$ cat src/rtl/function_generator_pkg.sv
// ----------------------------------------------------------------------
// shared constants, register map and bus structs for the function generator
// import with a wildcard in the module header
// ----------------------------------------------------------------------
`default_nettype none

package function_generator_pkg;

	// ----------------------------------------------------------------------
	// spi framing
	// command8 + address16 + data32
	localparam int FRAME_BITS = 56;
	// bits in before the address is complete
	localparam int LOOKUP_BITS = 24;
	localparam int BIT_COUNT_BITS = $clog2(FRAME_BITS + 1);
	// pin synchronizer depth
	localparam int SCK_SYNC_STAGES = 2;

	// only this command writes, anything else is a read
	localparam logic [7:0] COMMAND_WRITE = 8'h01;

	// ----------------------------------------------------------------------
	// waveform store geometry
	// 256 words of 32 bits
	localparam int WAVE_WORD_ADDR_BITS = 8;
	// same store seen as 1024 bytes
	localparam int WAVE_BYTE_ADDR_BITS = 10;

	// register map, low two address bits
	localparam logic [1:0] REG_START = 2'd0;
	localparam logic [1:0] REG_END = 2'd1;
	localparam logic [1:0] REG_ENABLE = 2'd2;
	localparam logic [1:0] REG_PASSES = 2'd3;

	// downstream serializer buffer depth
	localparam int CREDIT_MAX = 4;
	localparam int CREDIT_BITS = $clog2(CREDIT_MAX + 1);

	// ----------------------------------------------------------------------
	typedef logic [31:0] reg_word_t;

	// one full spi transaction, msb first on the wire
	typedef struct packed {
		logic [7:0] command;
		logic [15:0] address;
		reg_word_t data;
	} spi_frame_t;

	// one byte to the serializer
	typedef struct packed {
		logic sync;
		logic [7:0] data;
	} sample_t;

endpackage

`default_nettype wire

$ cat src/rtl/playback_sequencer.sv
// ----------------------------------------------------------------------
// steps through the programmed byte range and streams samples out
// one memory read per credit, sync on the first byte of each pass
// ----------------------------------------------------------------------
`default_nettype none

module playback_sequencer
	import function_generator_pkg::*;
(
	input logic clock_ro,
	input logic reset4_word_clock,
	input logic [WAVE_BYTE_ADDR_BITS-1:0] start_address,
	input logic [WAVE_BYTE_ADDR_BITS-1:0] end_address,
	input logic enable,
	output logic [WAVE_BYTE_ADDR_BITS-1:0] byte_address,
	output logic byte_read,
	input logic [7:0] byte_data,
	output logic pass_done,
	output sample_t sample,
	output logic sample_valid,
	input logic credit_return
);

	logic active;
	logic first_pending;
	logic sync_q;
	logic [CREDIT_BITS-1:0] credits;
	logic [WAVE_BYTE_ADDR_BITS-1:0] current_address;
	logic [WAVE_BYTE_ADDR_BITS-1:0] start_latched;
	logic [WAVE_BYTE_ADDR_BITS-1:0] end_latched;
	logic range_ok;
	logic last_byte;

	// empty or inverted range never issues
	assign range_ok = end_latched > start_latched;
	assign last_byte = current_address == (end_latched - 1'b1);

	// enable low stops issue this very cycle
	assign byte_read = enable && active && range_ok && (credits != '0);
	assign byte_address = current_address;

	// memory byte lands one cycle after issue, sync rides alongside
	assign sample = '{sync: sync_q, data: byte_data};

	// ----------------------------------------------------------------------
	always_ff @(posedge clock_ro) begin
		if (reset4_word_clock) begin
			active <= 1'b0;
			first_pending <= 1'b0;
			credits <= CREDIT_BITS'(CREDIT_MAX);
			current_address <= '0;
			start_latched <= '0;
			end_latched <= '0;
			sample_valid <= 1'b0;
			pass_done <= 1'b0;
		end else begin
			sample_valid <= byte_read;
			pass_done <= byte_read && last_byte;

			// issue takes one, serializer gives one back
			case ({byte_read, credit_return})
				2'b10: credits <= credits - 1'b1;
				2'b01: credits <= credits + 1'b1;
				default: ;
			endcase

			if (!enable) begin
				active <= 1'b0;
			end else if (!active) begin
				// fresh pass after enable rises
				active <= 1'b1;
				start_latched <= start_address;
				end_latched <= end_address;
				current_address <= start_address;
				first_pending <= 1'b1;
			end else if (byte_read) begin
				first_pending <= 1'b0;
				if (last_byte) begin
					// wrap, new range takes effect here
					start_latched <= start_address;
					end_latched <= end_address;
					current_address <= start_address;
					first_pending <= 1'b1;
				end else begin
					current_address <= current_address + 1'b1;
				end
			end
		end
	end

	// sync flag for the byte in flight
	always_ff @(posedge clock_ro) begin
		if (byte_read) begin
			sync_q <= first_pending;
		end
	end

endmodule

`default_nettype wire

$ cat config.mk
export PLATFORM = sky130hd
export DESIGN_NAME = playback_sequencer
export DESIGN_NICKNAME = d
export VERILOG_FILES = /design/src/rtl/function_generator_pkg.sv /design/src/rtl/playback_sequencer.sv
export SDC_FILE = /design/constraint.sdc
export NUM_CORES = 1
export LEC_CHECK = 0
export BUFFER_PORTS_ARGS = -buffer_cell sky130_fd_sc_hd__buf_2
export CORE_MARGIN = 5
export CORE_UTILIZATION = 40
export DETAILED_ROUTE_END_ITERATION = 10
export PLACE_DENSITY_LB_ADDON = 0.1
export SYNTH_ARGS = -nofsm -noshare
export SYNTH_HDL_FRONTEND = slang
export SYNTH_SLANG_ARGS = --single-unit
$ cat constraint.sdc
create_clock -name clock_ro -period 2.9 [get_ports clock_ro]
set_input_delay 0.435 -clock clock_ro [delete_from_list [all_inputs] [get_ports clock_ro]]
set_output_delay 0.435 -clock clock_ro [all_outputs]
set_load 0.01 [all_outputs]
==> impl_metrics.py <==
metrics = {
    "drt": {
        "wl_met3_um": 281,
        "first_pass_iters": 4,
        "drt_wl_total_mm": 5.85,
        "wl_met2_mm": 2.78,
        "via_per_inst": 5.25,
        "vias": 1974,
        "drt-initial-drc-count": 90,
        "highest_layer": "met4",
        "m1WireLength_mm": 2.71,
        "detail_route.wl_per_cell_um": 15.6,
        "drc": 0,
        "ant_nets": 0,
    },
    "min_path": {
        "hp-class": "primary input to flip-flop",
        "min_to": "byte_address[3]",
        "hold_depth": 2,
        "hp-start": "start_address[3]",
    },
    "clocking": {
        "clock-root-buffer": "clkbuf_8",
        "htreeDepth": 2,
        "cts_max_path_buffers": 2,
        "postCtsSetupBuffers": 0,
        "path_clk_slew_ns": 0.08,
        "cts_tree": "done",
        "hold_buffers": 0,
        "cts.sinks": 38,
        "clk_latency_ns": 0.30,
        "cts_inserted_buffers": 5,
    },
    "timing": {
        "fmax_mhz": 366,
        "finalSetupViolations": 0,
        "post-route-period-util": 0.941,
        "finClkSkew_ns": 0.00610,
        "worst_pin_slew_ns": 0.678,
        "report.final.slew_viol_count": 0,
        "fin_crit_ns": 2.73,
        "hold_viol": 0,
        "slew_headroom": 0.547,
        "worst_slack_ns": 0.171,
    },
    "synthesis": {
        "synth_cells": 264,
        "yosysTopAreaCellShare": 0.334,
        "synth_cell_types": 56,
        "ys_seq_area_frac": 0.348,
        "synth_edf_count": 1,
        "synth_area_leader_cell": "dfxtp_1",
        "avgSynthCellArea_um2": 8.40,
        "synthTopCellsByArea": "dfxtp_1 33%, ha_1 7.3%, nand2_1 6.6%, a21oi_1 5.0%, xor2_1 4.0%",
        "ys_warn_count": 0,
        "syn-cell-area_um2": 2220,
        "async_flop_share": 0,
        "synth_seq_cells": 38,
        "ys.flop_type": "dfxtp_1",
        "syn_nets": 310,
    },
    "floorplanning": {
        "die_x_um": 84.5,
        "die_height_um": 84.5,
        "start_util": 0.408,
        "row_count": 27,
        "core_region_area_um2": 5440,
        "die_area_um2": 7130,
        "ioPinCount": 54,
    },
    "power": {
        "power.density_nw_per_um2": 491,
        "p_leak_nw": 1.15,
        "p_total_mw": 1.27,
        "ir_worst_vdd_mv": 0.242,
    },
    "critical_path": {
        "cp-end-kind": "flip-flop",
        "critical_path.slowest_cell": "nor4b_1",
        "cp_max_fo": 9,
        "worst_path_most_repeated_cell": "buf_4",
        "critical_path.max_stage_delay_ns": 0.42,
        "r2r-start": "end_latched[0]",
        "crit_type": "flip-flop to flip-flop",
        "cp.required_ns": 3.10,
        "crit_chain": "inv_1 > ha_1 > nor3b_4 > a21oi_1 > nor4b_1 > buf_4 > and4bb_1 > nor2_1 > buf_4 > a32o_1 > a21o_1",
        "critPathLaunchType": "flip-flop",
        "r2r_end": "byte_address[7]",
        "crit_arrival_ns": 2.93,
        "rrSetupSlack_ns": 0.17,
        "r2r_cells": 11,
    },
    "cells_and_area": {
        "multiInputGateArea_um2": 1260,
        "fill_cells": 565,
        "layout-drive-gt1-share": 0.227,
        "areaGrowthSynthToFinish_pct": 16.8,
        "seq_area_um2": 774,
        "post-route-cell-area_um2": 2590,
        "diodes": 0,
        "final_cell_mix": "38 x nand2_1, 37 x buf_2, 34 x dfxtp_1, 22 x a21oi_1, 17 x inv_1",
        "final_common_cell": "nand2_1",
        "nets": 349,
    },
    "grt": {
        "grt_max_degree": 34,
        "grt_pass1_vias": 1837,
        "grt_pass1_wl_mm": 9.68,
        "grt_overflow_total": 0,
        "antenna_found_initial": 0,
        "grt_usage": 0.171,
    },
    "run": {
        "maxCapViolations": 0,
    },
    "run_status": {
        "outcome": "finished clean",
    },
    "place": {
        "place.gp.congestion": 0.848,
        "placed_cell_area_um2": 2480,
        "pre_cts_ws_ns": 0.0909,
        "hpwl_mm": 4.54,
        "port_buffers": 37,
    },
}
-- state kept, by name, indices dropped and copies added, names as in the netlist --
name,count
active,1
byte_address,10
credits,3
end_latched,10
first_pending,1
pass_done,1
sample_valid,1
start_latched,10
sync_q,1
-- metrics by stage --
| step | hold slack, ns | utilization | TNS [ns] | instances |
|---|---|---|---|---|
| after floorplan | 0.408 | - | 0 | 264 |
| after global placement | 0.415 | 0.456 | 0 | 368 |
| after detailed placement | 0.422 | 0.456 | 0 | 368 |
| after CTS | 0.335 | 0.474 | 0 | 376 |
| after global routing | 0.343 | 0.476 | -0.0668 | 376 |
| final | 0.336 | 0.476 | 0 | 376 |
-- repair_timing --
item / in CTS / in global routing
endpoints found under the hold margin: 0 / 0
resized for setup: 0 / 5
setup endpoints to repair: 0 / 26
-- worst max-delay path, delay by kind of cell, from the launching register on --
| family | cells | cell delay, ns |
|---|---|---|
| flip-flops | 1 | 0.33 |
| AND/OR/NAND/NOR | 4 | 1.16 |
| AO/OA/AOI/OAI | 3 | 0.46 |
| buffers and inverters | 3 | 0.49 |
| adder cells (fa/ha/maj) | 1 | 0.19 |
-- cell usage after synthesis (2+ instances only) --
cell type	n
buf_4	9
buf_2	3
nor4b_1	2
o21ai_1	2
a22o_1	2
nor2_1	16
xnor2_1	6
nor4_1	2
a32o_1	2
inv_1	17
buf_6	2
dfxtp_1	37
o22ai_1	2
and3_1	6
xor2_1	10
a21oi_1	22
nand2b_1	2
nand3b_1	3
a31oi_1	4
a22oi_1	3
ha_1	13
o21ai_0	4
o2bb2ai_1	2
clkbuf_1	4
a31o_1	2
a221o_1	2
nor2b_1	2
nand4_1	2
nand2_1	39
nor3_1	8
a211oi_1	3
nand3_1	5
a21o_1	3
-- per-layer routing --
layer  vias up  track usage
met2        37        0.275
met1       926        0.228
li1       1004            -
met3         7       0.0471
met5         -            0
met4         0       0.0432
-- how the worst max path moves through the flow --
stage	startpoint	cells past startpoint	end	slack [ns]
floorplan	end_latched[5]	11	credits[2]	0.26
global placement	end_latched[1]	11	byte_address[3]	0.12
detailed placement	end_latched[5]	11	credits[2]	0.09
CTS	end_latched[5]	11	credits[2]	0.09
global route	end_latched[0]	11	byte_address[5]	-0.02
finish	end_latched[0]	11	byte_address[7]	0.17
-- report_power, final --
group	leakage, nW	total [mW]	switching, mW	internal (mW)
Clock	0.0472	0.394	0.203	0.191
Sequential	0.315	0.602	0.0413	0.561
Combinational	0.787	0.275	0.145	0.129
Total	1.15	1.27	0.389	0.881
-- cell families (layout without fill, tap and decap cells) --
family                     after synthesis  after routing  share of synthesized area
and+or+nand+nor                         96             96                      0.216
xor gates and xnor gates                17             17                     0.0734
buffers and inverters                   37             77                     0.0863
adders and majority gates               14             14                     0.0824
AOI/OAI and AO/OA                       61             61                      0.190
DFF                                     38             38                      0.348
muxes                                    1              1                    0.00451
-- final cells by class --
cell class,count,area share
inverter,19,0.0275
clock buffer,6,0.0319
tap,72,0.0348
clock inverter,2,0.00483
timing repair buffer,50,0.114
multi-input combinational,189,0.488
sequential,38,0.299
Note: power is estimated with default switching activity, not from simulation.
