--- config.mk ---
export PLATFORM = sky130hd
export DESIGN_NAME = control_registers
export DESIGN_NICKNAME = d
export VERILOG_FILES = /design/src/rtl/function_generator_pkg.sv /design/src/rtl/control_registers.sv
export SDC_FILE = /design/constraint.sdc
export NUM_CORES = 1
export LEC_CHECK = 0
export BUFFER_PORTS_ARGS = -buffer_cell sky130_fd_sc_hd__buf_2
export CELL_PAD_IN_SITES_DETAIL_PLACEMENT = 2
export CELL_PAD_IN_SITES_GLOBAL_PLACEMENT = 2
export CORE_UTILIZATION = 39
export CTS_BUF_LIST = sky130_fd_sc_hd__clkbuf_4
export DETAILED_ROUTE_END_ITERATION = 6
export PLACE_DENSITY_LB_ADDON = 0.1
export SETUP_SLACK_MARGIN = 0.3
export SYNTH_ARGS = -nofsm -noshare
export SYNTH_HDL_FRONTEND = slang
export SYNTH_SLANG_ARGS = --single-unit
--- constraint.sdc ---
create_clock -name clock_ro -period 5.1 [get_ports clock_ro]
set_input_delay 0.255 -clock clock_ro [delete_from_list [all_inputs] [get_ports clock_ro]]
set_output_delay 0.255 -clock clock_ro [all_outputs]
set_load 0.05 [all_outputs]
--- src/rtl/function_generator_pkg.sv ---
// ----------------------------------------------------------------------
// shared constants, register map and bus structs for the function generator
// import with a wildcard in the module header
// ----------------------------------------------------------------------
`default_nettype none

package function_generator_pkg;

	// ----------------------------------------------------------------------
	// spi framing
	// command8 + address16 + data32
	localparam int FRAME_BITS = 56;
	// bits in before the address is complete
	localparam int LOOKUP_BITS = 24;
	localparam int BIT_COUNT_BITS = $clog2(FRAME_BITS + 1);
	// pin synchronizer depth
	localparam int SCK_SYNC_STAGES = 2;

	// only this command writes, anything else is a read
	localparam logic [7:0] COMMAND_WRITE = 8'h01;

	// ----------------------------------------------------------------------
	// waveform store geometry
	// 256 words of 32 bits
	localparam int WAVE_WORD_ADDR_BITS = 8;
	// same store seen as 1024 bytes
	localparam int WAVE_BYTE_ADDR_BITS = 10;

	// register map, low two address bits
	localparam logic [1:0] REG_START = 2'd0;
	localparam logic [1:0] REG_END = 2'd1;
	localparam logic [1:0] REG_ENABLE = 2'd2;
	localparam logic [1:0] REG_PASSES = 2'd3;

	// downstream serializer buffer depth
	localparam int CREDIT_MAX = 4;
	localparam int CREDIT_BITS = $clog2(CREDIT_MAX + 1);

	// ----------------------------------------------------------------------
	typedef logic [31:0] reg_word_t;

	// one full spi transaction, msb first on the wire
	typedef struct packed {
		logic [7:0] command;
		logic [15:0] address;
		reg_word_t data;
	} spi_frame_t;

	// one byte to the serializer
	typedef struct packed {
		logic sync;
		logic [7:0] data;
	} sample_t;

endpackage

`default_nettype wire

--- src/rtl/control_registers.sv ---
// ----------------------------------------------------------------------
// playback control registers behind the first spi chip select
// start, end, enable and a read-only pass counter
// ----------------------------------------------------------------------
`default_nettype none

module control_registers
	import function_generator_pkg::*;
(
	input logic clock_ro,
	input logic reset4_word_clock,
	input spi_frame_t frame,
	input logic frame_valid,
	input logic [15:0] lookup_address,
	output reg_word_t lookup_data,
	output logic [WAVE_BYTE_ADDR_BITS-1:0] start_address,
	output logic [WAVE_BYTE_ADDR_BITS-1:0] end_address,
	output logic enable,
	input logic pass_done
);

	reg_word_t start_word;
	reg_word_t end_word;
	reg_word_t enable_word;
	reg_word_t passes;
	logic write;

	// storage decides, not the slave
	assign write = frame_valid && (frame.command == COMMAND_WRITE);

	// full words kept so readback matches what was written
	assign start_address = start_word[WAVE_BYTE_ADDR_BITS-1:0];
	assign end_address = end_word[WAVE_BYTE_ADDR_BITS-1:0];
	assign enable = enable_word[0];

	always_ff @(posedge clock_ro) begin
		if (reset4_word_clock) begin
			start_word <= '0;
			end_word <= '0;
			enable_word <= '0;
			passes <= '0;
		end else begin
			if (write) begin
				// only address bits 1:0 decoded
				case (frame.address[1:0])
					REG_START: start_word <= frame.data;
					REG_END: end_word <= frame.data;
					REG_ENABLE: enable_word <= frame.data;
					// pass counter ignores writes
					default: ;
				endcase
			end
			if (pass_done) begin
				passes <= passes + 1'b1;
			end
		end
	end

	// registered readback, one cycle after the address
	always_ff @(posedge clock_ro) begin
		case (lookup_address[1:0])
			REG_START: lookup_data <= start_word;
			REG_END: lookup_data <= end_word;
			REG_ENABLE: lookup_data <= enable_word;
			REG_PASSES: lookup_data <= passes;
			default: lookup_data <= '0;
		endcase
	end

endmodule

`default_nettype wire

==> summary.json, run 1 <==
{
  "floorplan.die_area_mm2": 0.0170,
  "power.combinational.fraction_pct": 4.6,
  "final.period_utilization_pct": 50.4,
  "slew_viol_final": 0,
  "leak_pwr_uw": 0.00363,
  "io_buffer_count": 100,
  "synth-xor-area-share_pct": 1.36,
  "antenna_found_initial": 1,
  "layout.cells.non_filler": 910,
  "hp-class": "input port to flip-flop",
  "critical_path.top_delay_family": "simple AND/OR/NAND/NOR gates",
  "clockPowerShare_pct": 39.6,
  "cts.repair_timing.setup_buffer_count": 0,
  "post_cts.resized_instances": 0,
  "sequentialPowerShare_pct": 55.8,
  "synth-compound-area-share_pct": 3.53,
  "run_status": "finished clean",
  "fmaxAchievable_ghz": 0.389,
  "dp_hpwl_mm": 10.5,
  "cts_inserted_buffers": 17,
  "synthTopCellsByArea": "sky130_fd_sc_hd__dfxtp_1 50%, sky130_fd_sc_hd__mux2i_1 15%, sky130_fd_sc_hd__mux4_2 11%, sky130_fd_sc_hd__nor2_1 6.5%, sky130_fd_sc_hd__buf_4 2.3%",
  "finalHoldViolCount": 0,
  "worst_path_largest_cell_delay_ps": 630,
  "wl_met2_mm": 8.82,
  "clock_latency_ps": 550,
  "critPathRequiredTime_ps": 5560,
  "tightestPinTransition_ps": 1030,
  "layout.core_utilization_pct": 47.5,
  "first_global_vias": 5253,
  "drtPass1Iterations": 4,
  "routabilityCongestion": 0.680,
  "syn_avg_cell_area_um2": 11.0,
  "synthesis.area_mm2": 0.00642,
  "intPower_uw": 1740,
  "routed_metal_1_wire_length_mm": 7.31,
  "muxShareOfSynthArea_pct": 26.7,
  "num_rows": 46,
  "detailed_place.area_mm2": 0.00693,
  "synth_top_cell_area_share_pct": 49.9,
  "finalSetupViolations": 0,
  "ir_drop_v": 0.000141,
  "switching_power_uw": 513,
  "grt_start_max_net_pins": 98,
  "layout_min_cycle_time_ps": 2570,
  "drt-vias-per-instance": 5.18,
  "height_of_the_die_um": 130,
  "drc_errors": 0,
  "routed_wl_mm": 16.8,
  "synth-edff-count": 0,
  "timing.critical_path.cells": "ha_1 > and4_1 > nand4bb_1 > nor4_1 > mux2_2",
  "critical-path-slowest-cell": "sky130_fd_sc_hd__nand4bb_1",
  "power.share.switching_pct": 22.8,
  "critical_path.max_fanout": 18,
  "grt_first_pass_wirelength_mm": 27.1,
  "cts_root_buf": "sky130_fd_sc_hd__clkbuf_4",
  "tritoncts": "done",
  "top_level_ports": 129,
  "place_inst": 845,
  "slew_headroom_pct": 31.6,
  "worstPathArrival_ps": 3030,
  "final_common_cell": "sky130_fd_sc_hd__dfxtp_1",
  "power_density_mw_per_mm2": 296,
  "highest-signal-layer": "met4",
  "die_w_um": 130,
  "finalClockSkew_ps": 19.3,
  "totalNegativeSetupSlack_ps": 0,
  "layout-drive-gt1-share_pct": 24.8,
  "routed-via-count": 4715,
  "synth_simple_gate_area_share_pct": 13.3,
  "post-layout-total-power_uw": 2250,
  "worstPathBufferInverterCount": 0,
  "worst_setup_hold_path_clk_slew_ps": 130,
  "seq_area_frac_synth_pct": 49.9,
  "postSynthRegisterBits": 160,
  "postSynth.asyncResetShare_pct": 0,
  "postSynthNetCount": 659,
  "path_class": "flip-flop to flip-flop",
  "reg2reg_setup_slack_ps": 2530,
  "synthAdderAreaFrac_pct": 0.195,
  "timing.critical_path.from_type": "flip-flop",
  "ys_dominant_reg_cell": "sky130_fd_sc_hd__dfxtp_1",
  "synth_top_area_cell": "sky130_fd_sc_hd__dfxtp_1",
  "area.growth.synth_to_final_pct": 18.3,
  "cts.sink_count": 160,
  "ctsHtreeMaxLevel": 4,
  "wl_met3_um": 573,
  "grtUsageTotal_pct": 21.2,
  "wl_per_cell_um": 18.5,
  "yosys_warnings": 0,
  "synth_cell_types": 36,
  "drv.max_cap_violation_count": 0,
  "cts.path.max_buffers": 2,
  "starting_density_of_the_core_pct": 40.1,
  "antenna_violating_nets_post_route": 0,
  "crit_path_end_kind": "flip-flop",
  "postCtsHoldBufs": 32,
  "main_combinational_cell_family_by_area_after_synthesis": "multiplexers",
  "core_region_area_mm2": 0.0160,
  "layout_common_cells": "160 x sky130_fd_sc_hd__dfxtp_1, 111 x sky130_fd_sc_hd__nor2_1, 99 x sky130_fd_sc_hd__buf_2",
  "synth_cells": 582,
  "rsz_0062_raised_after_global_routing": "false",
  "global_route.overflow_total": 0,
  "nNetsFinal": 757,
  "fin_area_mm2": 0.00760,
  "drt_first_iter_violations": 140
}
registers in the layout (all words and copies together) (netlist names):
signal       cells
lookup_data     32
passes          32
start_word      32
end_word        32
enable_word     32
layer usage:
| metal | vias to the layer above | track usage (%) |
|---|---|---|
| li1 | 2246 | - |
| met1 | 2377 | 25.1 |
| met2 | 83 | 38.6 |
| met3 | 9 | 5.00 |
| met4 | 0 | 4.92 |
| met5 | - | 0 |
per-stage QoR:
step	setup slack (ps)	hold slack, ps
after floorplan	3240	399
after global placement	2550	468
after detailed placement	2500	487
after CTS	2460	18.7
after global routing	2270	15.0
final	2530	70.4
power by group through the flow:
stage          Clock, µW  Combinational [µW]  Sequential, µW
4_1_cts              925                 105            1260
6_report             889                 104            1260
3_5_place_dp           0                84.8            1280
3_3_place_gp           0                81.6            1280
5_1_grt              972                 113            1260
2_1_floorplan          0                42.2            1280
cell usage after synthesis (2+ instances only):
cell type / number
sky130_fd_sc_hd__a21oi_1: 18
sky130_fd_sc_hd__and3_1: 4
sky130_fd_sc_hd__and4_1: 3
sky130_fd_sc_hd__buf_1: 14
sky130_fd_sc_hd__buf_4: 20
sky130_fd_sc_hd__clkbuf_1: 22
sky130_fd_sc_hd__dfxtp_1: 160
sky130_fd_sc_hd__inv_1: 5
sky130_fd_sc_hd__mux2_2: 2
sky130_fd_sc_hd__mux2i_1: 97
sky130_fd_sc_hd__mux4_2: 32
sky130_fd_sc_hd__nand2_1: 10
sky130_fd_sc_hd__nand3_1: 6
sky130_fd_sc_hd__nand4_1: 11
sky130_fd_sc_hd__nor2_1: 111
sky130_fd_sc_hd__nor2b_1: 4
sky130_fd_sc_hd__nor3_1: 2
sky130_fd_sc_hd__nor4_1: 3
sky130_fd_sc_hd__o21ai_0: 7
sky130_fd_sc_hd__o31ai_1: 11
sky130_fd_sc_hd__or3_1: 7
sky130_fd_sc_hd__or4_1: 11
sky130_fd_sc_hd__xnor2_1: 4
sky130_fd_sc_hd__xor2_1: 6
tightest hold or removal path, cell delays in order:
cell and delay, ps:
sky130_fd_sc_hd__buf_2 170, sky130_fd_sc_hd__xnor2_1 90, sky130_fd_sc_hd__nor2_1 70
cells by family (layout without fill, tap and decap cells):
logic type,count (synthesis),in the layout
xor gates and xnor gates,10,10
DFF,160,160
adders and majority gates,1,1
buffers and inverters,63,174
and+or+nand+nor,179,179
muxes,131,131
AOI/OAI and AO/OA,38,38
other,0,1
area by class of cell:
class	count	area, µm²
Antenna cell	1	2.50
Fill cell	1706	8400
Tap cell	216	270
Clock buffer	17	128
Timing Repair Buffer	137	861
Clock inverter	15	216
Multi-Input combinational cell	359	2900
Inverter	5	18.8
Sequential cell	160	3200
final timing paths:
path                                      from              to  cells past startpoint
worst min register to register  start_word[22]  start_word[22]                      2
worst min-delay path                 pass_done       passes[0]                      3
worst max-delay path                 passes[0]      passes[28]                      5
worst max register to register       passes[0]      passes[28]                      5
(Power assumes the default switching activity.)
==> inputs of run 2 (changes only) <==
CORE_UTILIZATION = 33   (was 39)
clock period = 2.2 ns   (was 5.1 ns; I/O delays follow)
==> run 2 against run 1 <==
Final area grew 7.4%. Fmax grew 33%. Combinational power grew to 2.6 times the previous value. Clock-buffer cell count is 1 higher. Non-clock buffer count increased by 32. Register-to-register slack got worse by 2300 ps. Flip-flop and latch count did not move. Final cell count grew 8.5%. Critical path depth up 2. Utilization down 4.3 points. Die area up 18%.
==> summary.json, run 2 (synthesis results as in run 1) <==
{
  "run_status": "finished clean",
  "starting_density_of_the_core_pct": 34.0,
  "ir_drop_v": 0.000286,
  "drt-vias-per-instance": 4.93,
  "antenna_found_initial": 1,
  "power.combinational.fraction_pct": 5.2,
  "worstRegToRegCells": 7,
  "drv.max_cap_violation_count": 0,
  "critPathRequiredTime_ps": 2690,
  "nNetsFinal": 790,
  "worst_slack_ps": 264,
  "tightestPinTransition_ps": 669,
  "hp-class": "input port to flip-flop",
  "first_global_vias": 5341,
  "slew_viol_final": 0,
  "layout_common_cells": "149 x sky130_fd_sc_hd__dfxtp_1, 111 x sky130_fd_sc_hd__nor2_1, 100 x sky130_fd_sc_hd__buf_2",
  "cts.path.max_buffers": 2,
  "drtPass1Iterations": 4,
  "intPower_uw": 4060,
  "reg2reg_setup_slack_ps": 260,
  "timing.critical_path.from_type": "flip-flop",
  "antenna_violating_nets_post_route": 0,
  "finalSetupViolations": 0,
  "reg2reg_to": "passes[18]",
  "clockPowerShare_pct": 40.1,
  "fillers": 1997,
  "clock_latency_ps": 560,
  "drt_first_iter_violations": 198,
  "core_region_area_mm2": 0.0189,
  "post-layout-total-power_uw": 5300,
  "power_density_mw_per_mm2": 650,
  "grt_start_max_net_pins": 59,
  "slew_headroom_pct": 54.8,
  "sequentialPowerShare_pct": 54.7,
  "global_route.overflow_total": 0,
  "floorplan.die_area_mm2": 0.0200,
  "critical_path.max_fanout": 6,
  "rsz_0062_raised_after_global_routing": "true",
  "switching_power_uw": 1240,
  "layout.core_utilization_pct": 43.2,
  "ff_latch_area_mm2": 0.00323,
  "finalHoldViolCount": 0,
  "finalClockSkew_ps": 17.6,
  "die_w_um": 141,
  "power.share.switching_pct": 23.4,
  "leak_pwr_uw": 0.00387,
  "cts_inserted_buffers": 17,
  "multi_input_area_mm2": 0.00306,
  "layout_min_cycle_time_ps": 1940,
  "worst_hold_path.endpoint": "lookup_data[31]",
  "min-delay-start": "lookup_address[0]",
  "grt_first_pass_wirelength_mm": 28.3,
  "dp_hpwl_mm": 11.3,
  "tritoncts": "done",
  "area.growth.synth_to_final_pct": 27.1,
  "totalNegativeSetupSlack_ps": 0,
  "ctsHtreeMaxLevel": 4,
  "layout-drive-gt1-share_pct": 33.2,
  "cts_root_buf": "sky130_fd_sc_hd__clkbuf_4",
  "start_of_the_worst_register_to_register_path": "passes[8]",
  "routed_wl_mm": 18.4,
  "crit_path_end_kind": "flip-flop",
  "grtUsageTotal_pct": 18.7,
  "dp_worst_setup_slack_ps": 167,
  "fmaxAchievable_ghz": 0.517,
  "wl_per_cell_um": 18.7,
  "num_rows": 50,
  "worst_setup_hold_path_clk_slew_ps": 130,
  "routabilityCongestion": 0.701,
  "io_buffer_count": 100,
  "worstPathArrival_ps": 2430,
  "routed-via-count": 4868,
  "drc_errors": 0,
  "height_of_the_die_um": 141,
  "final.period_utilization_pct": 88.0,
  "path_class": "flip-flop to flip-flop",
  "top_level_ports": 129,
  "hold-path-cell-count": 2,
  "cts.sink_count": 160,
  "final_common_cell": "sky130_fd_sc_hd__dfxtp_1"
}
run 2: changes by cell type in the layout (fill, tap and decap cells not counted), sizes merged:
cell,change
buf,+30
clkinv,-2
dlygate4sd3,+2
clkbuf,+1
inv,+1
or4,+1
run 2: layout make-up:
cell class	count	area share, %
tap	260	3.99
clock inverter	14	2.61
antenna	1	0.0307
timing repair buffer	169	14.4
sequential	160	39.6
clock buffer	18	1.66
multi-input combinational	360	37.5
inverter	5	0.230
run 2: worst max-delay path by stage:
stage / start / end / slack [ps]
final: passes[8] / passes[18] / 260
after CTS: passes[4] / passes[29] / 300
after detailed placement: passes[0] / passes[28] / 170
after global routing: passes[8] / passes[18] / 180
after floorplan: passes[13] / passes[28] / 340
after global placement: passes[0] / passes[28] / 190
run 2: critical path, stage by stage (launching register included):
cell and delay [ps]:
sky130_fd_sc_hd__dfxtp_4 390, sky130_fd_sc_hd__nand4_1 200, sky130_fd_sc_hd__buf_4 200, sky130_fd_sc_hd__nand4bb_4 210
sky130_fd_sc_hd__buf_8 170, sky130_fd_sc_hd__buf_6 130, sky130_fd_sc_hd__or4_1 440, sky130_fd_sc_hd__a21oi_2 140
run 2: timing repair:
item / CTS / global route
pin swaps: 3 / 16
buffers inserted: 7 / 13
cloned: 1 / 1
hold buffers: 34 / 0
endpoints found under the hold margin: 110 / 0
gates resized for setup: 14 / 42
endpoints found under the setup margin: 15 / 17
run 2: routing by layer:
layer | GRT usage (%) | part of all wire [%] | wire length (µm)
met4 | 6.45 | 1.2 | 222
met5 | 0 | 0 | 0
met1 | 21.5 | 43 | 7990
met3 | 3.71 | 2.2 | 412
met2 | 34.3 | 53 | 9810
run 2: per-stage QoR:
stage / std cells / instance area, µm² / hold WS [ps]
after floorplan: 582 / 6420 / 254
after global placement: 898 / 7090 / 371
after detailed placement: 898 / 7090 / 389
after CTS: 972 / 7870 / 201
after global routing: 987 / 8160 / 204
final: 987 / 8160 / 242
run 2: power groups by stage:
stage	clock network, µW	logic (µW)	registers, µW
6_report	2130	274	2900
5_1_grt	2340	298	2910
4_1_cts	2210	260	2910
3_5_place_dp	0	212	2980
3_3_place_gp	0	203	2970
2_1_floorplan	0	97.8	2980
