[src/rtl/function_generator_pkg.sv]
// ----------------------------------------------------------------------
// shared constants, register map and bus structs for the function generator
// import with a wildcard in the module header
// ----------------------------------------------------------------------
`default_nettype none

package function_generator_pkg;

	// ----------------------------------------------------------------------
	// spi framing
	// command8 + address16 + data32
	localparam int FRAME_BITS = 56;
	// bits in before the address is complete
	localparam int LOOKUP_BITS = 24;
	localparam int BIT_COUNT_BITS = $clog2(FRAME_BITS + 1);
	// pin synchronizer depth
	localparam int SCK_SYNC_STAGES = 2;

	// only this command writes, anything else is a read
	localparam logic [7:0] COMMAND_WRITE = 8'h01;

	// ----------------------------------------------------------------------
	// waveform store geometry
	// 256 words of 32 bits
	localparam int WAVE_WORD_ADDR_BITS = 8;
	// same store seen as 1024 bytes
	localparam int WAVE_BYTE_ADDR_BITS = 10;

	// register map, low two address bits
	localparam logic [1:0] REG_START = 2'd0;
	localparam logic [1:0] REG_END = 2'd1;
	localparam logic [1:0] REG_ENABLE = 2'd2;
	localparam logic [1:0] REG_PASSES = 2'd3;

	// downstream serializer buffer depth
	localparam int CREDIT_MAX = 4;
	localparam int CREDIT_BITS = $clog2(CREDIT_MAX + 1);

	// ----------------------------------------------------------------------
	typedef logic [31:0] reg_word_t;

	// one full spi transaction, msb first on the wire
	typedef struct packed {
		logic [7:0] command;
		logic [15:0] address;
		reg_word_t data;
	} spi_frame_t;

	// one byte to the serializer
	typedef struct packed {
		logic sync;
		logic [7:0] data;
	} sample_t;

endpackage

`default_nettype wire

[src/rtl/spi_command_slave.sv]
// ----------------------------------------------------------------------
// mode 0 spi slave, oversampled in the clock_ro domain
// receives 56 bit frames, returns the addressed word in the data phase
// ----------------------------------------------------------------------
`default_nettype none

module spi_command_slave
	import function_generator_pkg::*;
(
	input logic clock_ro,
	input logic reset4_word_clock,
	input logic sclk,
	input logic mosi,
	input logic cs_n,
	output logic miso,
	output spi_frame_t frame,
	output logic frame_valid,
	output logic [15:0] lookup_address,
	input reg_word_t lookup_data
);

	// pin synchronizers
	logic [SCK_SYNC_STAGES-1:0] sclk_sync;
	logic [SCK_SYNC_STAGES-1:0] mosi_sync;
	logic [SCK_SYNC_STAGES-1:0] cs_sync;
	logic sclk_prev;
	logic sclk_s;
	logic mosi_s;
	logic selected;
	logic sclk_rise;
	logic sclk_fall;
	logic data_phase;

	// frame assembly
	logic [BIT_COUNT_BITS-1:0] bit_count;
	logic [FRAME_BITS-2:0] shift_in;
	// [0] address out, [1] storage answered
	logic [1:0] lookup_stage;
	logic [30:0] shift_out;

	assign sclk_s = sclk_sync[SCK_SYNC_STAGES-1];
	assign mosi_s = mosi_sync[SCK_SYNC_STAGES-1];
	assign selected = ~cs_sync[SCK_SYNC_STAGES-1];
	assign sclk_rise = selected & sclk_s & ~sclk_prev;
	assign sclk_fall = selected & ~sclk_s & sclk_prev;
	// falling edges that move on to the next read bit
	assign data_phase = (bit_count > BIT_COUNT_BITS'(LOOKUP_BITS))
		&& (bit_count < BIT_COUNT_BITS'(FRAME_BITS));

	// ----------------------------------------------------------------------
	// control side
	always_ff @(posedge clock_ro) begin
		if (reset4_word_clock) begin
			sclk_sync <= '0;
			cs_sync <= '1;
			sclk_prev <= 1'b0;
			bit_count <= '0;
			lookup_stage <= '0;
			frame_valid <= 1'b0;
			miso <= 1'b0;
		end else begin
			sclk_sync <= {sclk_sync[SCK_SYNC_STAGES-2:0], sclk};
			cs_sync <= {cs_sync[SCK_SYNC_STAGES-2:0], cs_n};
			sclk_prev <= sclk_s;
			frame_valid <= 1'b0;
			lookup_stage <= {lookup_stage[0], 1'b0};
			if (!selected) begin
				// partial frame just dies here
				bit_count <= '0;
				lookup_stage <= '0;
				miso <= 1'b0;
			end else begin
				// count stops at a full frame until chip select rises
				if (sclk_rise && bit_count != BIT_COUNT_BITS'(FRAME_BITS)) begin
					bit_count <= bit_count + 1'b1;
					if (bit_count == BIT_COUNT_BITS'(LOOKUP_BITS - 1)) begin
						lookup_stage[0] <= 1'b1;
					end
					if (bit_count == BIT_COUNT_BITS'(FRAME_BITS - 1)) begin
						frame_valid <= 1'b1;
					end
				end
				// msb goes out well before the falling edge after bit 24
				if (lookup_stage[1]) begin
					miso <= lookup_data[31];
				end else if (sclk_fall && data_phase) begin
					miso <= shift_out[30];
				end
			end
		end
	end

	// ----------------------------------------------------------------------
	// payload shifters
	always_ff @(posedge clock_ro) begin
		mosi_sync <= {mosi_sync[SCK_SYNC_STAGES-2:0], mosi};
		if (sclk_rise) begin
			shift_in <= {shift_in[FRAME_BITS-3:0], mosi_s};
			// address field complete with this bit
			if (bit_count == BIT_COUNT_BITS'(LOOKUP_BITS - 1)) begin
				lookup_address <= {shift_in[14:0], mosi_s};
			end
			if (bit_count == BIT_COUNT_BITS'(FRAME_BITS - 1)) begin
				frame <= spi_frame_t'({shift_in, mosi_s});
			end
		end
		// rest of the read word, one bit per falling edge
		if (lookup_stage[1]) begin
			shift_out <= lookup_data[30:0];
		end else if (sclk_fall && data_phase) begin
			shift_out <= {shift_out[29:0], 1'b0};
		end
	end

endmodule

`default_nettype wire

[config.mk]
export PLATFORM = sky130hd
export DESIGN_NAME = spi_command_slave
export DESIGN_NICKNAME = d
export VERILOG_FILES = /design/src/rtl/function_generator_pkg.sv /design/src/rtl/spi_command_slave.sv
export SDC_FILE = /design/constraint.sdc
export NUM_CORES = 1
export LEC_CHECK = 0
export BUFFER_PORTS_ARGS = -buffer_cell sky130_fd_sc_hd__buf_2
export CORE_UTILIZATION = 55
export DETAILED_ROUTE_END_ITERATION = 8
export PLACE_DENSITY = 0.78
export SYNTH_ARGS = -nofsm -noshare
export SYNTH_HDL_FRONTEND = slang
export SYNTH_SLANG_ARGS = --single-unit
[constraint.sdc]
create_clock -name clock_ro -period 5.18 [get_ports clock_ro]
set_input_delay 1.036 -clock clock_ro [delete_from_list [all_inputs] [get_ports clock_ro]]
set_output_delay 1.036 -clock clock_ro [all_outputs]
set_load 0.005 [all_outputs]
==> results_dict.tcl, run 1 <==
set metrics [dict create \
    outcome "complete, no violations" \
    worstHoldEndpoint "mosi_sync[1]$_DFF_P_" \
    max-cap-violations 0 \
    synth_seq_area_share 0.875 \
    synthAdderAreaFrac 0.00431 \
    rr_endpoint "frame[0]$_DFFE_PP_" \
    postSynthCellCount 269 \
    critPathLaunch "sclk_sync[1]$_SDFF_PP0_" \
    drv_slew 0 \
    synthXorXnorAreaFrac 0.00302 \
    vdd_drop_max_v 0.000234 \
    diodes 0 \
    synth_top_family_by_area "multiplexers" \
    nFillCells 668 \
    startpoint_type "flip-flop" \
    timing.final.crit_share 0.549 \
    synth_top_area_share 0.817 \
    regToRegStartpoint "sclk_sync[1]$_SDFF_PP0_" \
    synth_edf_count 158 \
    critPathArrivalTime_ns 2.98 \
    synthesis.area_um2 5810 \
    min_from "mosi_sync[0]$_DFF_P_" \
    antenna_left 0 \
    core_area_um2 10300 \
    dp_hpwl_um 5100 \
    ys.flop_type "edfxtp_1" \
    cts_tree "done" \
    yosys.area_share.simple 0.0327 \
    initial_core_util 0.565 \
    fin_nets 433 \
    holdPathStages 0 \
    worst_pin_slew_ns 1.14 \
    synth_area_leaders "edfxtp_1 (82%), dfxtp_1 (5.9%), mux2_2 (5.8%)" \
    synth_mux_area_frac 0.0599 \
    slew_headroom 0.239 \
    rrSetupSlack_ns 2.33 \
    first_pass_iters 6 \
    timing.final.ws_setup_ns 2.33 \
    ios 111 \
    cts-resized-gates 0 \
    holdBufCountCts 0 \
    grt_pass1_vias 2705 \
    drtIter0Drc 130 \
    viasPerCell 5.10 \
    worstRegToRegCells 5 \
    multi_input_area_um2 674 \
    grt_max_degree 59 \
    crit_type "flip-flop to flip-flop" \
    fp.dieH_um 105 \
    drc 0 \
    area_growth_syn_to_layout_pct 22.2 \
    setup_tns_ns 0 \
    grt_use_total 0.178 \
    hold-worst-slack_ns 0.332 \
    place_congestion 0.754 \
    wl_per_cell_um 17.0 \
    post-cts-setup-buffers 0 \
    hold_viol 0 \
    synth.most_common_cell "edfxtp_1" \
    hold_class "flip-flop to flip-flop" \
    cts.sinks 175 \
    synth.largest_area_cell "edfxtp_1" \
    synth.distinct_cells 31 \
    grt_setup_unrepaired "no" \
    ys_seq_elements 175 \
    place_ws_ns 2.35 \
    leakage_uw 0.00244 \
    crit_path_max_fanout 58 \
    overflow 0 \
    setup_viol 0 \
    fin_crit_ns 2.85 \
    synth_common_cells "edfxtp_1 (158), mux2_2 (30), dfxtp_1 (17), nor2_1 (9), clkbuf_1 (7)" \
    die_area_um2 11000 \
    grt_pass1_wl_um 14400 \
    totalWireLength_um 9190 \
    power_density_nw_per_um2 390 \
    clockBufferDepth 2 \
    antenna_found_initial 0 \
    worst_clock_skew_ns 0.00944 \
    async_flop_share 0 \
    htree_levels 4 \
    drive_gt1_frac 0.446 \
    clk_pin_slew_ns 0.07 \
    portBuffers 110 \
    avgSynthCellArea_um2 21.6 \
    cts_root_buffer "clkbuf_8" \
    clock_latency_ns 0.52 \
    vias 2766 \
    cp_data_required_time_ns 5.31 \
    synth_compound_area_frac 0.0162 \
    syn_nets 308 \
    num_rows 37 \
    fmax_mhz 351 \
    die_w_um 105 \
    cts_inserted_buffers 17 \
    endpoint_kind "flip-flop" \
    yosys_warnings 0 \
    seqCellArea_um2 5080 \
]
-- registers in the layout (all words and copies together) (netlist names) --
name / count
bit_count: 6
cs_sync: 2
frame: 56
frame_valid: 1
lookup_address: 16
lookup_stage: 2
miso: 1
mosi_sync: 2
sclk_prev: 1
sclk_sync: 2
shift_in: 55
shift_out: 31
-- critical path: stages, from the launching register on --
cell and delay [ns]:
dfxtp_1 0.37, or3b_4 0.44, clkinv_4 0.38, and4_1 0.27, nand2_1 0.09, inv_2 0.84
-- metrics by stage --
stage | total power, µW | util | area, µm² | instances
floorplan | 1560 | - | 5810 | 269
global placement | 1570 | 0.635 | 6530 | 511
detailed placement | 1570 | 0.635 | 6530 | 511
CTS | 2790 | 0.691 | 7100 | 542
global route | 2840 | 0.691 | 7100 | 542
finish | 2770 | 0.691 | 7100 | 542
-- power breakdown --
group	total, µW	internal [µW]	leakage (µW)	switching, µW
Combinational	18.5	11.2	0.000663	7.34
Clock	1230	696	0.000271	530
Sequential	1520	1520	0.00151	2.45
Total	2770	2230	0.00244	539
-- cells in the final DEF, fill, tap and decap left out, types with 4 or more instances in the layout --
cell | synthesis | final
edfxtp_1 | 158 | 158
dfxtp_1 | 17 | 17
nand2_1 | 4 | 4
inv_6 | 0 | 5
clkbuf_16 | 0 | 16
nor2b_1 | 5 | 5
a21oi_1 | 5 | 5
buf_2 | 0 | 110
mux2_2 | 30 | 30
nor2_1 | 9 | 9
-- logic make-up after synthesis --
logic type      Yosys count
compound gates           13
xor+xnor                  2
fa+ha+maj                 2
buf+inv                  12
flops                   175
mux                      31
simple gates             34
-- cell type report --
class / instances / area share
well taps: 136 / 0.0240
clock inverters: 13 / 0.0219
flip-flops and latches: 175 / 0.716
clock buffers: 18 / 0.0589
repair buffers: 113 / 0.0807
inverters: 5 / 0.00335
multi-input cells: 82 / 0.0950
-- how the worst max path moves through the flow --
stage | to | cells past startpoint
6_report | frame[0]$_DFFE_PP_ | 5
5_1_grt | frame[19]$_DFFE_PP_ | 5
4_1_cts | frame[49]$_DFFE_PP_ | 5
3_5_place_dp | frame[53]$_DFFE_PP_ | 5
3_3_place_gp | frame[34]$_DFFE_PP_ | 5
2_1_floorplan | frame[0]$_DFFE_PP_ | 5
-- routing by layer --
layer | vias to the layer above | GRT usage | part of all wire
li1 | 1300 | - | -
met1 | 1343 | 0.239 | 0.46
met2 | 111 | 0.273 | 0.47
met3 | 12 | 0.0611 | 0.061
met4 | 0 | 0.0664 | 0.012
met5 | - | 0 | 0
(Power assumes the default switching activity.)
==> run 2, diff against run 1 <==
--- a/config.mk
+++ b/config.mk
@@ -6,9 +6,9 @@
 export NUM_CORES = 1
 export LEC_CHECK = 0
 export BUFFER_PORTS_ARGS = -buffer_cell sky130_fd_sc_hd__buf_2
-export CORE_UTILIZATION = 55
+export CORE_UTILIZATION = 54
 export DETAILED_ROUTE_END_ITERATION = 8
-export PLACE_DENSITY = 0.78
+export PLACE_DENSITY = 0.77
 export SYNTH_ARGS = -nofsm -noshare
 export SYNTH_HDL_FRONTEND = slang
 export SYNTH_SLANG_ARGS = --single-unit
==> constraint.sdc (replaced) <==
create_clock -name clock_ro -period 2.7 [get_ports clock_ro]
set_input_delay 0.54 -clock clock_ro [delete_from_list [all_inputs] [get_ports clock_ro]]
set_output_delay 0.54 -clock clock_ro [all_outputs]
set_load 0.005 [all_outputs]
==> run 2 against run 1 <==
Final cell count rose by 0.37%. Die area increased by 1.8%. Clock power is 89% higher. Critical path type unchanged. Highest routed layer unchanged.
==> results_dict.tcl, run 2 (synthesis results as in run 1) <==
set metrics [dict create \
    outcome "complete, no violations" \
    htree_levels 4 \
    layout_common_cells "edfxtp_1 (158), buf_2 (110), mux2_2 (30), dfxtp_1 (17), clkbuf_16 (16)" \
    die_area_um2 11200 \
    max-cap-violations 0 \
    endpoint_kind "flip-flop" \
    initial_core_util 0.560 \
    antenna_found_initial 0 \
    multi_input_area_um2 674 \
    grt_pass1_vias 2846 \
    setup_viol 0 \
    p_sw_uw 958 \
    power_frac_seq 0.553 \
    ios 111 \
    die_w_um 106 \
    power_uw 5290 \
    post-cts-setup-buffers 0 \
    cts_root_buffer "clkbuf_8" \
    drive_gt1_frac 0.436 \
    slew_headroom 0.531 \
    regToRegStartpoint "sclk_sync[1]$_SDFF_PP0_" \
    cts-resized-gates 0 \
    nFillCells 680 \
    cts_inserted_buffers 17 \
    worstRegToRegCells 6 \
    grt_use_total 0.182 \
    grt_pass1_wl_um 14600 \
    totalWireLength_um 9550 \
    swShare 0.181 \
    seqCellArea_um2 5080 \
    worst_clock_skew_ns 0.0125 \
    clk_pin_slew_ns 0.06 \
    drc 0 \
    layout_commonest_cell "edfxtp_1" \
    overflow 0 \
    place_congestion 0.763 \
    comb_power_share 0.007 \
    cp_data_required_time_ns 2.89 \
    leakage_uw 0.00245 \
    dp_hpwl_um 5440 \
    fmax_mhz 520 \
    critPathLaunch "sclk_sync[1]$_SDFF_PP0_" \
    antenna_left 0 \
    viasPerCell 5.12 \
    cts.sinks 175 \
    core_area_um2 10400 \
    drv_slew 0 \
    startpoint_type "flip-flop" \
    holdBufCountCts 0 \
    crit_end "frame[0]$_DFFE_PP_" \
    rr_endpoint "frame[0]$_DFFE_PP_" \
    top_regs "frame (56), shift_in (55), shift_out (31)" \
    vias 2783 \
    hold_viol 0 \
    p_int_uw 4340 \
    crit_type "flip-flop to flip-flop" \
    drtIter0Drc 165 \
    vdd_drop_max_v 0.000383 \
    rrSetupSlack_ns 0.78 \
    fin_crit_ns 1.92 \
    setup_tns_ns 0 \
    wl_per_cell_um 17.6 \
    clock_latency_ns 0.52 \
    first_pass_iters 4 \
    worst_pin_slew_ns 0.704 \
    power_density_nw_per_um2 743 \
    portBuffers 110 \
    hold_class "primary input to flip-flop" \
    crit_path_max_fanout 56 \
    clockBufferDepth 2 \
    diodes 0 \
    grt_max_degree 57 \
    largest_reg_flops 56 \
    timing.final.crit_share 0.712 \
    critPathArrivalTime_ns 2.12 \
    num_rows 37 \
    grt_setup_unrepaired "no" \
    largest_register "frame" \
    area_growth_syn_to_layout_pct 22.6 \
    clockPowerShare 0.441 \
    fin_nets 435 \
    cts_tree "done" \
    fp.dieH_um 106 \
]
## run 2: changes by cell type in the layout (fill, tap and decap cells not counted), sizes merged
cell | previous run | this run
clkinv | 3 | 8
buf | 113 | 115
clkinvlp | 3 | 2
inv | 10 | 4
clkbuf | 18 | 19
bufinv | 2 | 3
## run 2: through the flow
step	hold WS (ns)	worst slack (ns)	util	area, µm²	cells
finish	0.120	0.778	0.687	7120	544
global route	0.0975	0.697	0.687	7120	544
CTS	0.0956	0.785	0.687	7120	544
detailed placement	0.319	0.838	0.632	6560	513
global placement	0.311	0.871	0.632	6560	513
floorplan	0.310	0.188	-	5810	269
## run 2: final cells by class
cell class,instances,share of cell area
clock buffers,19,0.0592
clock inverters,12,0.0202
inverters,5,0.00386
multi-input cells,82,0.0947
flip-flops and latches,175,0.714
well taps,136,0.0239
repair buffers,115,0.0843
## run 2: worst min-delay path by stage
stage	start	end	slack, ns	depth (start not counted)
after floorplan	mosi_sync[0]$_DFF_P_	mosi_sync[1]$_DFF_P_	0.31	0
after global placement	mosi_sync[0]$_DFF_P_	mosi_sync[1]$_DFF_P_	0.31	0
after detailed placement	mosi_sync[0]$_DFF_P_	mosi_sync[1]$_DFF_P_	0.32	0
after CTS	mosi	mosi_sync[0]$_DFF_P_	0.1	1
after global routing	mosi	mosi_sync[0]$_DFF_P_	0.1	1
final	mosi	mosi_sync[0]$_DFF_P_	0.12	1
## run 2: per-layer routing
layer | routed length, µm | vias to the layer above | track usage
li1 | - | 1302 | -
met1 | 4250 | 1350 | 0.234
met2 | 4550 | 123 | 0.285
met3 | 657 | 8 | 0.0699
met4 | 91 | 0 | 0.0645
met5 | 0 | - | 0
## run 2: power groups by stage
stage                     combinational [µW]  sequential [µW]  clock [µW]
after detailed placement                36.2             2980           0
after global routing                    40.3             2920        2480
after CTS                               36.6             2930        2380
after global placement                  35.0             2980           0
after floorplan                         7.83             2980           0
final                                   36.4             2930        2330
## run 2: worst max-delay path: stages, from the launching register on
cell and delay [ns]:
dfxtp_1 0.36, or3b_4 0.44, clkinv_4 0.07, and4_1 0.17
nand2_1 0.12, clkinvlp_4 0.12, buf_12 0.28
